File: config.mk
export PLATFORM = sky130hd
export DESIGN_NAME = rs_top
export DESIGN_NICKNAME = d
export VERILOG_FILES = /design/src/design/rs_pkg.sv /design/src/design/rs_top.sv /design/src/design/rs_station.sv /design/src/design/rs_issue_select.sv /design/src/design/rs_entry.sv
export SDC_FILE = /design/constraint.sdc
export NUM_CORES = 2
export LEC_CHECK = 0
export ABC_CLOCK_PERIOD_IN_PS = 14800
export BUFFER_PORTS_ARGS = -buffer_cell sky130_fd_sc_hd__buf_2
export CELL_PAD_IN_SITES_DETAIL_PLACEMENT = 0
export CELL_PAD_IN_SITES_GLOBAL_PLACEMENT = 1
export CORE_ASPECT_RATIO = 1.1
export CORE_MARGIN = 2
export CORE_UTILIZATION = 45
export DETAILED_ROUTE_END_ITERATION = 7
export GPL_TIMING_DRIVEN = 0
export PLACE_DENSITY_LB_ADDON = 0.25
export SLEW_MARGIN = 10
export SYNTH_ARGS = -nofsm -noshare
export SYNTH_HDL_FRONTEND = slang
export SYNTH_HIERARCHICAL = 1
export SYNTH_SLANG_ARGS = --single-unit
File: constraint.sdc
create_clock -name clk -period 14.8 [get_ports clk]
set_input_delay 2.96 -clock clk [delete_from_list [all_inputs] [get_ports clk]]
set_output_delay 2.96 -clock clk [all_outputs]
set_load 0.03 [all_outputs]
File: src/design/rs_pkg.sv
package rs_pkg;

    // Operand and immediate width
    localparam int DATA_W    = 32;
    // Reorder buffer tag width
    localparam int TAG_W     = 5;
    localparam int RS_DEPTH  = 8;
    // Wide enough to hold both an entry index and an age
    localparam int AGE_W     = 3;
    // Number of result buses snooped by every entry
    localparam int CDB_DEPTH = 2;
    localparam int OP_W      = 6;
    localparam int OP_IS_W   = 3;

    typedef logic [DATA_W-1:0]   data_t;
    typedef logic [TAG_W-1:0]    tag_t;
    typedef logic [AGE_W-1:0]    age_t;
    typedef logic [OP_W-1:0]     op_t;
    typedef logic [OP_IS_W-1:0]  op_is_t;
    typedef logic [RS_DEPTH-1:0] rs_mask_t;

    // One dispatched instruction, index 0 and 1 select the source operand
    typedef struct packed {
        op_t              op;
        op_is_t           op_is;
        data_t            imm;
        tag_t             dst_tag;
        logic [1:0]       src_rdy;
        data_t [1:0]      src_data;
        tag_t [1:0]       src_tag;
    } rs_dispatch_t;

    // One result bus
    typedef struct packed {
        logic  en;
        tag_t  tag;
        data_t data;
    } cdb_t;

    typedef cdb_t [CDB_DEPTH-1:0] cdb_bus_t;

    // What a functional unit receives on issue
    typedef struct packed {
        op_t         op;
        op_is_t      op_is;
        data_t       imm;
        data_t [1:0] src_data;
        tag_t        dst_tag;
    } rs_issue_t;

    // What one entry shows the station
    typedef struct packed {
        logic      empty;
        age_t      age;
        rs_issue_t issue;
    } rs_entry_t;

endpackage
File: src/design/rs_top.sv
`timescale 1ns/1ps

module rs_top (
    input  logic                 clk,
    input  logic                 i_rst_n,
    input  logic                 i_flush,
    input  logic                 i_dispatch_valid,
    input  rs_pkg::rs_dispatch_t i_dispatch,
    output logic                 o_dispatch_ready,
    input  rs_pkg::cdb_bus_t     i_cdb,
    output logic                 o_issue_valid,
    output rs_pkg::rs_issue_t    o_issue,
    input  logic                 i_issue_ready
);

    // Single station between the dispatcher and one functional unit
    rs_station u_station (
        .clk              (clk),
        .i_rst_n          (i_rst_n),
        .i_flush          (i_flush),
        .i_dispatch_valid (i_dispatch_valid),
        .i_dispatch       (i_dispatch),
        .i_cdb            (i_cdb),
        .i_issue_ready    (i_issue_ready),
        .o_dispatch_ready (o_dispatch_ready),
        .o_issue_valid    (o_issue_valid),
        .o_issue          (o_issue)
    );

endmodule

File: src/design/rs_station.sv
`timescale 1ns/1ps

module rs_station (
    input  logic                 clk,
    input  logic                 i_rst_n,
    input  logic                 i_flush,
    input  logic                 i_dispatch_valid,
    input  rs_pkg::rs_dispatch_t i_dispatch,
    input  rs_pkg::cdb_bus_t     i_cdb,
    input  logic                 i_issue_ready,
    output logic                 o_dispatch_ready,
    output logic                 o_issue_valid,
    output rs_pkg::rs_issue_t    o_issue
);

    import rs_pkg::*;

    // What every entry shows the station
    rs_entry_t [RS_DEPTH-1:0] entries;
    rs_mask_t                 ready_mask;
    rs_mask_t                 empty_mask;
    age_t [RS_DEPTH-1:0]      ages;

    // Per-entry steering of dispatch and issue
    rs_mask_t                 dispatch_en;
    rs_mask_t                 issue_en;

    logic                     issue_found;
    age_t                     issue_idx;
    logic                     free_found;
    age_t                     free_idx;

    // Broadcast to all entries for the age update
    logic                     dispatching;
    logic                     issuing;
    age_t                     issue_age;

    // Room exists whenever an entry is empty
    assign o_dispatch_ready = free_found;
    assign o_issue_valid    = issue_found;

    // Flush overrides a dispatch in the same cycle
    assign dispatching = i_dispatch_valid && o_dispatch_ready && !i_flush;
    assign issuing     = o_issue_valid && i_issue_ready;

    // The selected entry's payload and age go out directly
    assign o_issue   = entries[issue_idx].issue;
    assign issue_age = entries[issue_idx].age;

    for (genvar g = 0; g < RS_DEPTH; g++) begin : g_entry
        assign empty_mask[g]  = entries[g].empty;
        assign ages[g]        = entries[g].age;
        assign dispatch_en[g] = dispatching && (free_idx == age_t'(g));
        assign issue_en[g]    = issuing && (issue_idx == age_t'(g));

        rs_entry u_entry (
            .clk           (clk),
            .i_rst_n       (i_rst_n),
            .i_flush       (i_flush),
            .i_dispatch_en (dispatch_en[g]),
            .i_dispatch    (i_dispatch),
            .i_cdb         (i_cdb),
            .i_issue_en    (issue_en[g]),
            .i_dispatching (dispatching),
            .i_issuing     (issuing),
            .i_issue_age   (issue_age),
            .o_ready       (ready_mask[g]),
            .o_entry       (entries[g])
        );
    end

    // Picks the oldest ready entry and the next free slot
    rs_issue_select u_select (
        .i_ready_mask  (ready_mask),
        .i_empty_mask  (empty_mask),
        .i_ages        (ages),
        .o_issue_found (issue_found),
        .o_issue_idx   (issue_idx),
        .o_free_found  (free_found),
        .o_free_idx    (free_idx)
    );

    // A stalled offer holds until taken.
    // New dispatches arrive younger and the selected entry's operands are
    // already complete, so only a flush may withdraw it
    a_issue_stable: assert property (@(posedge clk) disable iff (!i_rst_n)
        (o_issue_valid && !i_issue_ready && !i_flush)
        |=> (o_issue_valid && $stable(o_issue)));

endmodule

File: src/design/rs_issue_select.sv
`timescale 1ns/1ps

module rs_issue_select (
    input  rs_pkg::rs_mask_t                    i_ready_mask,
    input  rs_pkg::rs_mask_t                    i_empty_mask,
    input  rs_pkg::age_t [rs_pkg::RS_DEPTH-1:0] i_ages,
    output logic                                o_issue_found,
    output rs_pkg::age_t                        o_issue_idx,
    output logic                                o_free_found,
    output rs_pkg::age_t                        o_free_idx
);

    import rs_pkg::*;

    // Oldest ready entry wins.
    // Ready entries never share an age, so the first one found with the
    // largest age is the only candidate
    always_comb begin
        age_t best_age;
        o_issue_found = 1'b0;
        o_issue_idx   = '0;
        best_age      = '0;
        for (int i = 0; i < RS_DEPTH; i++) begin
            if (i_ready_mask[i] && (!o_issue_found || (i_ages[i] > best_age))) begin
                o_issue_found = 1'b1;
                o_issue_idx   = age_t'(i);
                best_age      = i_ages[i];
            end
        end
    end

    // Lowest-index empty entry takes the next dispatch.
    // Scanning downward lets the lowest match overwrite the rest
    always_comb begin
        o_free_found = 1'b0;
        o_free_idx   = '0;
        for (int i = RS_DEPTH - 1; i >= 0; i--) begin
            if (i_empty_mask[i]) begin
                o_free_found = 1'b1;
                o_free_idx   = age_t'(i);
            end
        end
    end

endmodule

File: src/design/rs_entry.sv
`timescale 1ns/1ps

module rs_entry (
    input  logic                 clk,
    input  logic                 i_rst_n,
    input  logic                 i_flush,
    input  logic                 i_dispatch_en,
    input  rs_pkg::rs_dispatch_t i_dispatch,
    input  rs_pkg::cdb_bus_t     i_cdb,
    input  logic                 i_issue_en,
    input  logic                 i_dispatching,
    input  logic                 i_issuing,
    input  rs_pkg::age_t         i_issue_age,
    output logic                 o_ready,
    output rs_pkg::rs_entry_t    o_entry
);

    import rs_pkg::*;

    // Control state of the entry
    logic        empty_r;
    age_t        age_r;
    age_t        age_nxt;
    logic [1:0]  src_rdy_r;
    logic [1:0]  src_rdy_nxt;

    // Payload of the waiting instruction and the tags its sources wait on
    rs_issue_t   issue_r;
    tag_t [1:0]  src_tag_r;
    data_t [1:0] src_data_nxt;

    // Issue or flush frees the entry, dispatch claims it
    always_ff @(posedge clk or negedge i_rst_n) begin
        if (!i_rst_n) begin
            empty_r <= 1'b1;
        end else if (i_flush || i_issue_en) begin
            empty_r <= 1'b1;
        end else if (i_dispatch_en) begin
            empty_r <= 1'b0;
        end
    end

    // A source still waiting compares its tag against every enabled bus.
    // Later buses override earlier ones, so the highest-numbered bus wins
    // if the outside ever breaks the one-tag-per-cycle rule.
    // A source that is already ready keeps its data whatever is broadcast,
    // which matters for tag 0 standing in for the zero register
    always_comb begin
        src_rdy_nxt  = src_rdy_r;
        src_data_nxt = issue_r.src_data;
        for (int s = 0; s < 2; s++) begin
            for (int c = 0; c < CDB_DEPTH; c++) begin
                if (!src_rdy_r[s] && i_cdb[c].en && (i_cdb[c].tag == src_tag_r[s])) begin
                    src_rdy_nxt[s]  = 1'b1;
                    src_data_nxt[s] = i_cdb[c].data;
                end
            end
        end
        // A new instruction replaces whatever was snooped
        if (i_dispatch_en) begin
            src_rdy_nxt  = i_dispatch.src_rdy;
            src_data_nxt = i_dispatch.src_data;
        end
    end

    always_ff @(posedge clk or negedge i_rst_n) begin
        if (!i_rst_n) begin
            src_rdy_r <= '0;
        end else begin
            src_rdy_r <= src_rdy_nxt;
        end
    end

    // Operation fields only load on dispatch, source data follows the snoop
    always_ff @(posedge clk) begin
        if (i_dispatch_en) begin
            issue_r.op      <= i_dispatch.op;
            issue_r.op_is   <= i_dispatch.op_is;
            issue_r.imm     <= i_dispatch.imm;
            issue_r.dst_tag <= i_dispatch.dst_tag;
            src_tag_r       <= i_dispatch.src_tag;
        end
        issue_r.src_data <= src_data_nxt;
    end

    // Ages keep the non-empty entries ordered, highest is oldest.
    // Dispatch alone pushes everyone back by one and the new entry starts at 0.
    // Issue alone closes the gap above the leaving entry.
    // With both, only entries younger than the leaving one move up
    always_comb begin
        unique case ({i_dispatching, i_issuing})
            2'b00: age_nxt = age_r;
            2'b01: age_nxt = (age_r > i_issue_age) ? age_r - age_t'(1) : age_r;
            2'b10: age_nxt = i_dispatch_en ? '0 : age_r + age_t'(1);
            2'b11: age_nxt = i_dispatch_en ? '0
                           : ((age_r < i_issue_age) ? age_r + age_t'(1) : age_r);
        endcase
    end

    always_ff @(posedge clk or negedge i_rst_n) begin
        if (!i_rst_n) begin
            age_r <= '0;
        end else if (i_flush) begin
            age_r <= '0;
        end else begin
            age_r <= age_nxt;
        end
    end

    // Ready to go once occupied and holding both operands
    assign o_ready = !empty_r && (&src_rdy_r);
    assign o_entry = '{empty: empty_r, age: age_r, issue: issue_r};

    // The station must never aim dispatch and issue at the same entry
    a_no_dispatch_and_issue: assert property (@(posedge clk) disable iff (!i_rst_n)
        !(i_dispatch_en && i_issue_en));

    // Issue select may only pick an entry that holds both operands
    a_issue_only_ready: assert property (@(posedge clk) disable iff (!i_rst_n)
        i_issue_en |-> o_ready);

    // Allocation must pick a free entry
    a_dispatch_into_empty: assert property (@(posedge clk) disable iff (!i_rst_n)
        i_dispatch_en |-> empty_r);

endmodule

==> results.md <==
- The count of filler cells inserted in the layout is about 10,000.
- The placer's final routability congestion estimate is between 0.9 and 1.
- STA puts the critical path data arrival time at roughly 12,000 ps.
- The initial utilization of the core area, before any placement, comes to a little under half.
- Setup violations remaining at the end of the flow were counted as 0.
- The number of cells produced by synthesis is roughly 4,300.
- The insertion delay to the later sink of the worst-skew pair is slightly above 700 ps.
- Across all setup checks in the final design, the least slack found is roughly 340 ps.
- The total length of routed wires is approximately 220,000 µm.
- The post-place setup slack is -830.7 ps.
- The estimated wirelength of the detail-placed design is 145,600 µm.
- The length of the first detailed-routing pass in iterations is 8.
- The category of the critical setup timing path is reg -> out.
- The signed area change from the synthesized netlist to the final layout is 18.42%.
- Of the available clock period, the critical path in the final layout requires 97.71%.
- The cell family contributing the most delay on the critical path is compound AO/OA/AOI/OAI gates.
- Pin placement for this block handled around 320 I/O pins.
- The post-synthesis instance area is between 50,000 and 60,000 µm².
- The cell repeated most along the worst path is ha_1.
- The average wire length per cell after detail routing is approximately 33 µm.
- The synthesized netlist contains 62 unique library cells.
- The flip-flop cell with the highest count after synthesis is edfxtp_1.
- After synthesis the netlist holds a flip-flop and latch count of 1,008.
- The longest clock path from root to sink contains 3 buffers.
- After detailed routing, the number of remaining DRC violations is 0.
- The flip-flop and latch area is roughly 30,000 µm².
- The worst-path maximum fanout is 10.
- For this block, the initial DRC count from the detailed router was between 5,000 and 6,000.
- The floorplan die height is 366.6 µm.
- After floorplanning, the core was sized to cover 119,000 µm².
- The register clock-pin slew on the reported worst setup and hold paths is approximately 60 ps.
- The overall die area is 122,300 µm².
- The top cell types in the final layout, fill and taps aside, are 960 x edfxtp_1, 644 x mux2i_1, 525 x nand2_1, 484 x o21ai_1, 314 x buf_2.
- The class of the tightest hold or removal check is reg -> reg.
- The width of the die is about 330 µm.
- The top cell type by area accounts for 53.61% of the synthesized area.
- CTS saw 1,008 sinks.
- The detailed router placed roughly 41,000 vias in this run.
- After global routing the overflow that remains totals 0.
- The largest stage delay on the critical path is roughly 530 ps.
- Yosys printed 6 warnings.
- The capturing element type of the critical path is an output pin.
- The slowest stage of the critical path is the dfstp_2 cell.
- In this run the power density over the cells is approximately 110 nW/µm².
- The multi-input logic area is roughly 22,000 µm².
- The number of hold violations in the final report is 0.
- Sequential elements use a little under three fifths of the synthesized area.
- The number of antenna violations at the first check in global routing was 49.
- The first global-routing pass estimated approximately 300,000 µm of wire.
- Data on the critical path is required at its endpoint by around 12,000 ps.
- The flow ran to the end, and the final reports show no timing, DRC or antenna violations.
- The number of global-route vias before repair is 39,927.
- The max-cap check violation count is 0.
- The number of placement rows is approximately 130.
- Across the routed clock network, the largest skew measured is between 30 and 40 ps.
- Counting the buffers created by CTS gives 107.
- The number of buffers added on ports is around 310.
- The most frequent standard cell in the layout excluding fill and tap cells is edfxtp_1.
- The number of hold buffers added after CTS was 0.
- The number of buffer and inverter stages on the critical path is 11.
- The instance area at placement is roughly 58,000 µm².
- Using the TritonRoute via totals, the vias-per-cell ratio works out to between 6 and 7.
- The remaining antenna violation count after routing is 0.
- The post-route netlist has between 20 and 25% of its cells at a drive strength greater than 1.
- The number of nets handed over by synthesis was 4,613.
- TritonCTS built the clock tree.
- The final-report max-slew violation count is 0.
- The tightest slew margin relative to the limit is between 10% and 20%.
- The share of flip-flops with an asynchronous set or reset is 4.762%.
- The leakage power figure is approximately 25 nW.
- Summing all non-filler instances in the final layout gives an area of between 60,000 and 70,000 µm².
- In this run the mean area of a mapped cell was 12.36 µm².
- The cell type contributing the most total cell area after synthesis is edfxtp_1.
- The count of flip-flops with a built-in enable after synthesis is between 900 and 1,000.
- The worst path needs about 14,000 ps of the cycle, external delays included.
- STA classifies the critical path startpoint as a flip-flop.
- The number of nets in the finished design is 5,129.
- The maximum resistive drop on vdd is approximately 0.10 mV.
- Based on the critical path, the design can be clocked at up to between 0.06 and 0.07 GHz.
- In the post-synthesis netlist, the biggest area contributors are edfxtp_1 54%, mux2i_1 12%, o21ai_1 4.5%.
- In the global route stage, overall resource usage came out at between 30 and 40%.
- The pin count of the biggest net entering global routing is 49.
- The actual slew at the worst max-slew pin is between 1000 and 1500 ps.
- Clock tree synthesis selected as its root buffer the cell clkbuf_16.
- The H-tree was split into 3 levels.
## flip-flops by register name, indices dropped and copies added, names as in the netlist
register / cells
u_station/g_entry.u_entry/empty_r: 8
u_station/g_entry.u_entry/o_entry: 880
u_station/g_entry.u_entry/src_rdy_r: 16
u_station/g_entry.u_entry/src_tag_r: 80
u_station/g_entry.u_entry/age_r: 24
## cell type report
| type | instances | area share [%] |
|---|---|---|
| inverter | 76 | 0.4480 |
| timing repair buffer | 411 | 4.651 |
| clock inverter | 67 | 1.258 |
| multi-input combinational | 2957 | 34.60 |
| tap | 1552 | 3.049 |
| antenna | 19 | 0.07466 |
| buffer | 304 | 4.407 |
| clock buffer | 130 | 4.340 |
| sequential | 1008 | 47.18 |
## final timing paths
kind	to	start	cells after the start	slack, ps
worst max register to register	u_station/g_entry[1].u_entry/age_r[1]	u_station/g_entry[0].u_entry/empty_r	62	2570
worst min register to register	u_station/g_entry[2].u_entry/empty_r	u_station/g_entry[2].u_entry/empty_r	2	500
max in group asynchronous	u_station/g_entry[0].u_entry/src_rdy_r[1]	i_rst_n	1	11990
worst min-delay path	u_station/g_entry[2].u_entry/empty_r	u_station/g_entry[2].u_entry/empty_r	2	500
worst max-delay path	o_issue[49]	u_station/g_entry[0].u_entry/empty_r	56	340
min in group asynchronous	u_station/g_entry[5].u_entry/src_rdy_r[1]	i_rst_n	1	2310
## power by group
part | switching, mW | total, mW | internal (mW)
Sequential | 0.0954 | 3.31 | 3.22
Clock | 1.19 | 2.80 | 1.61
Combinational | 0.588 | 0.943 | 0.355
## cell usage after synthesis, types with 16 or more instances
cell and instances:
a211oi_1 62, xnor2_1 80, a221oi_1 45, nor2b_1 23
inv_1 74, clkbuf_1 141, a21oi_1 59, nor2_1 152
nand4_1 17, buf_2 47, nand4b_1 16, o21ai_0 74
buf_6 29, nor3_1 17, ha_1 61, buf_4 30
nand2b_1 33, and2_1 18, nand2_1 528, o21ai_1 482
xor2_1 80, o22ai_1 144, edfxtp_1 960, dfrtp_1 40
o2bb2ai_1 70, mux2_2 211, buf_12 48, nor4_1 18
mux2i_1 645
## worst reg2reg max path, delay by kind of cell (launching register included)
family / cells / cell delay [ps]
and+or+nand+nor: 10 / 1810
DFF: 1 / 530
AOI/OAI and AO/OA: 29 / 5180
adders and majority gates: 8 / 2120
buffers and inverters: 12 / 2020
muxes: 3 / 490
## timing repair
item,CTS,global route
setup buffers,4,38
setup endpoints to repair,110,110
cloned,0,5
resized for setup,152,217
pin swaps,17,40
## routing by layer
| metal | part of all wire, % | GRT usage (%) |
|---|---|---|
| met5 | 0.10 | 0 |
| met1 | 38 | 44.31 |
| met4 | 6.0 | 18.53 |
| met2 | 45 | 53.72 |
| met3 | 11 | 8.020 |
## stage by stage
step	util [%]	cells	setup TNS [ps]	power, mW	hold WS, ps
floorplan	-	4349	0	3.850	462.4
global placement	48.15	6215	-329490	4.190	478.1
detailed placement	48.98	6265	-23860	4.221	484.2
CTS	52.48	6464	-8.650	6.998	494.1
global route	53.50	6514	-3410	7.280	514.3
finish	53.52	6524	0	7.050	497.7
## cells by family (layout without fill, tap and decap cells)
family	count (synthesis)	after routing	synth area share (%)
other	0	19	0
multiplexers	868	868	16.93
XOR/XNOR	160	160	2.606
AND/OR/NAND/NOR	864	864	6.973
AO/OA/AOI/OAI	1004	1004	11.27
buffers and inverters	384	988	4.940
adder cells (fa/ha/maj)	61	61	1.419
flip-flops	1008	1008	55.86
No activity file was read; power rests on OpenSTA's default activity.
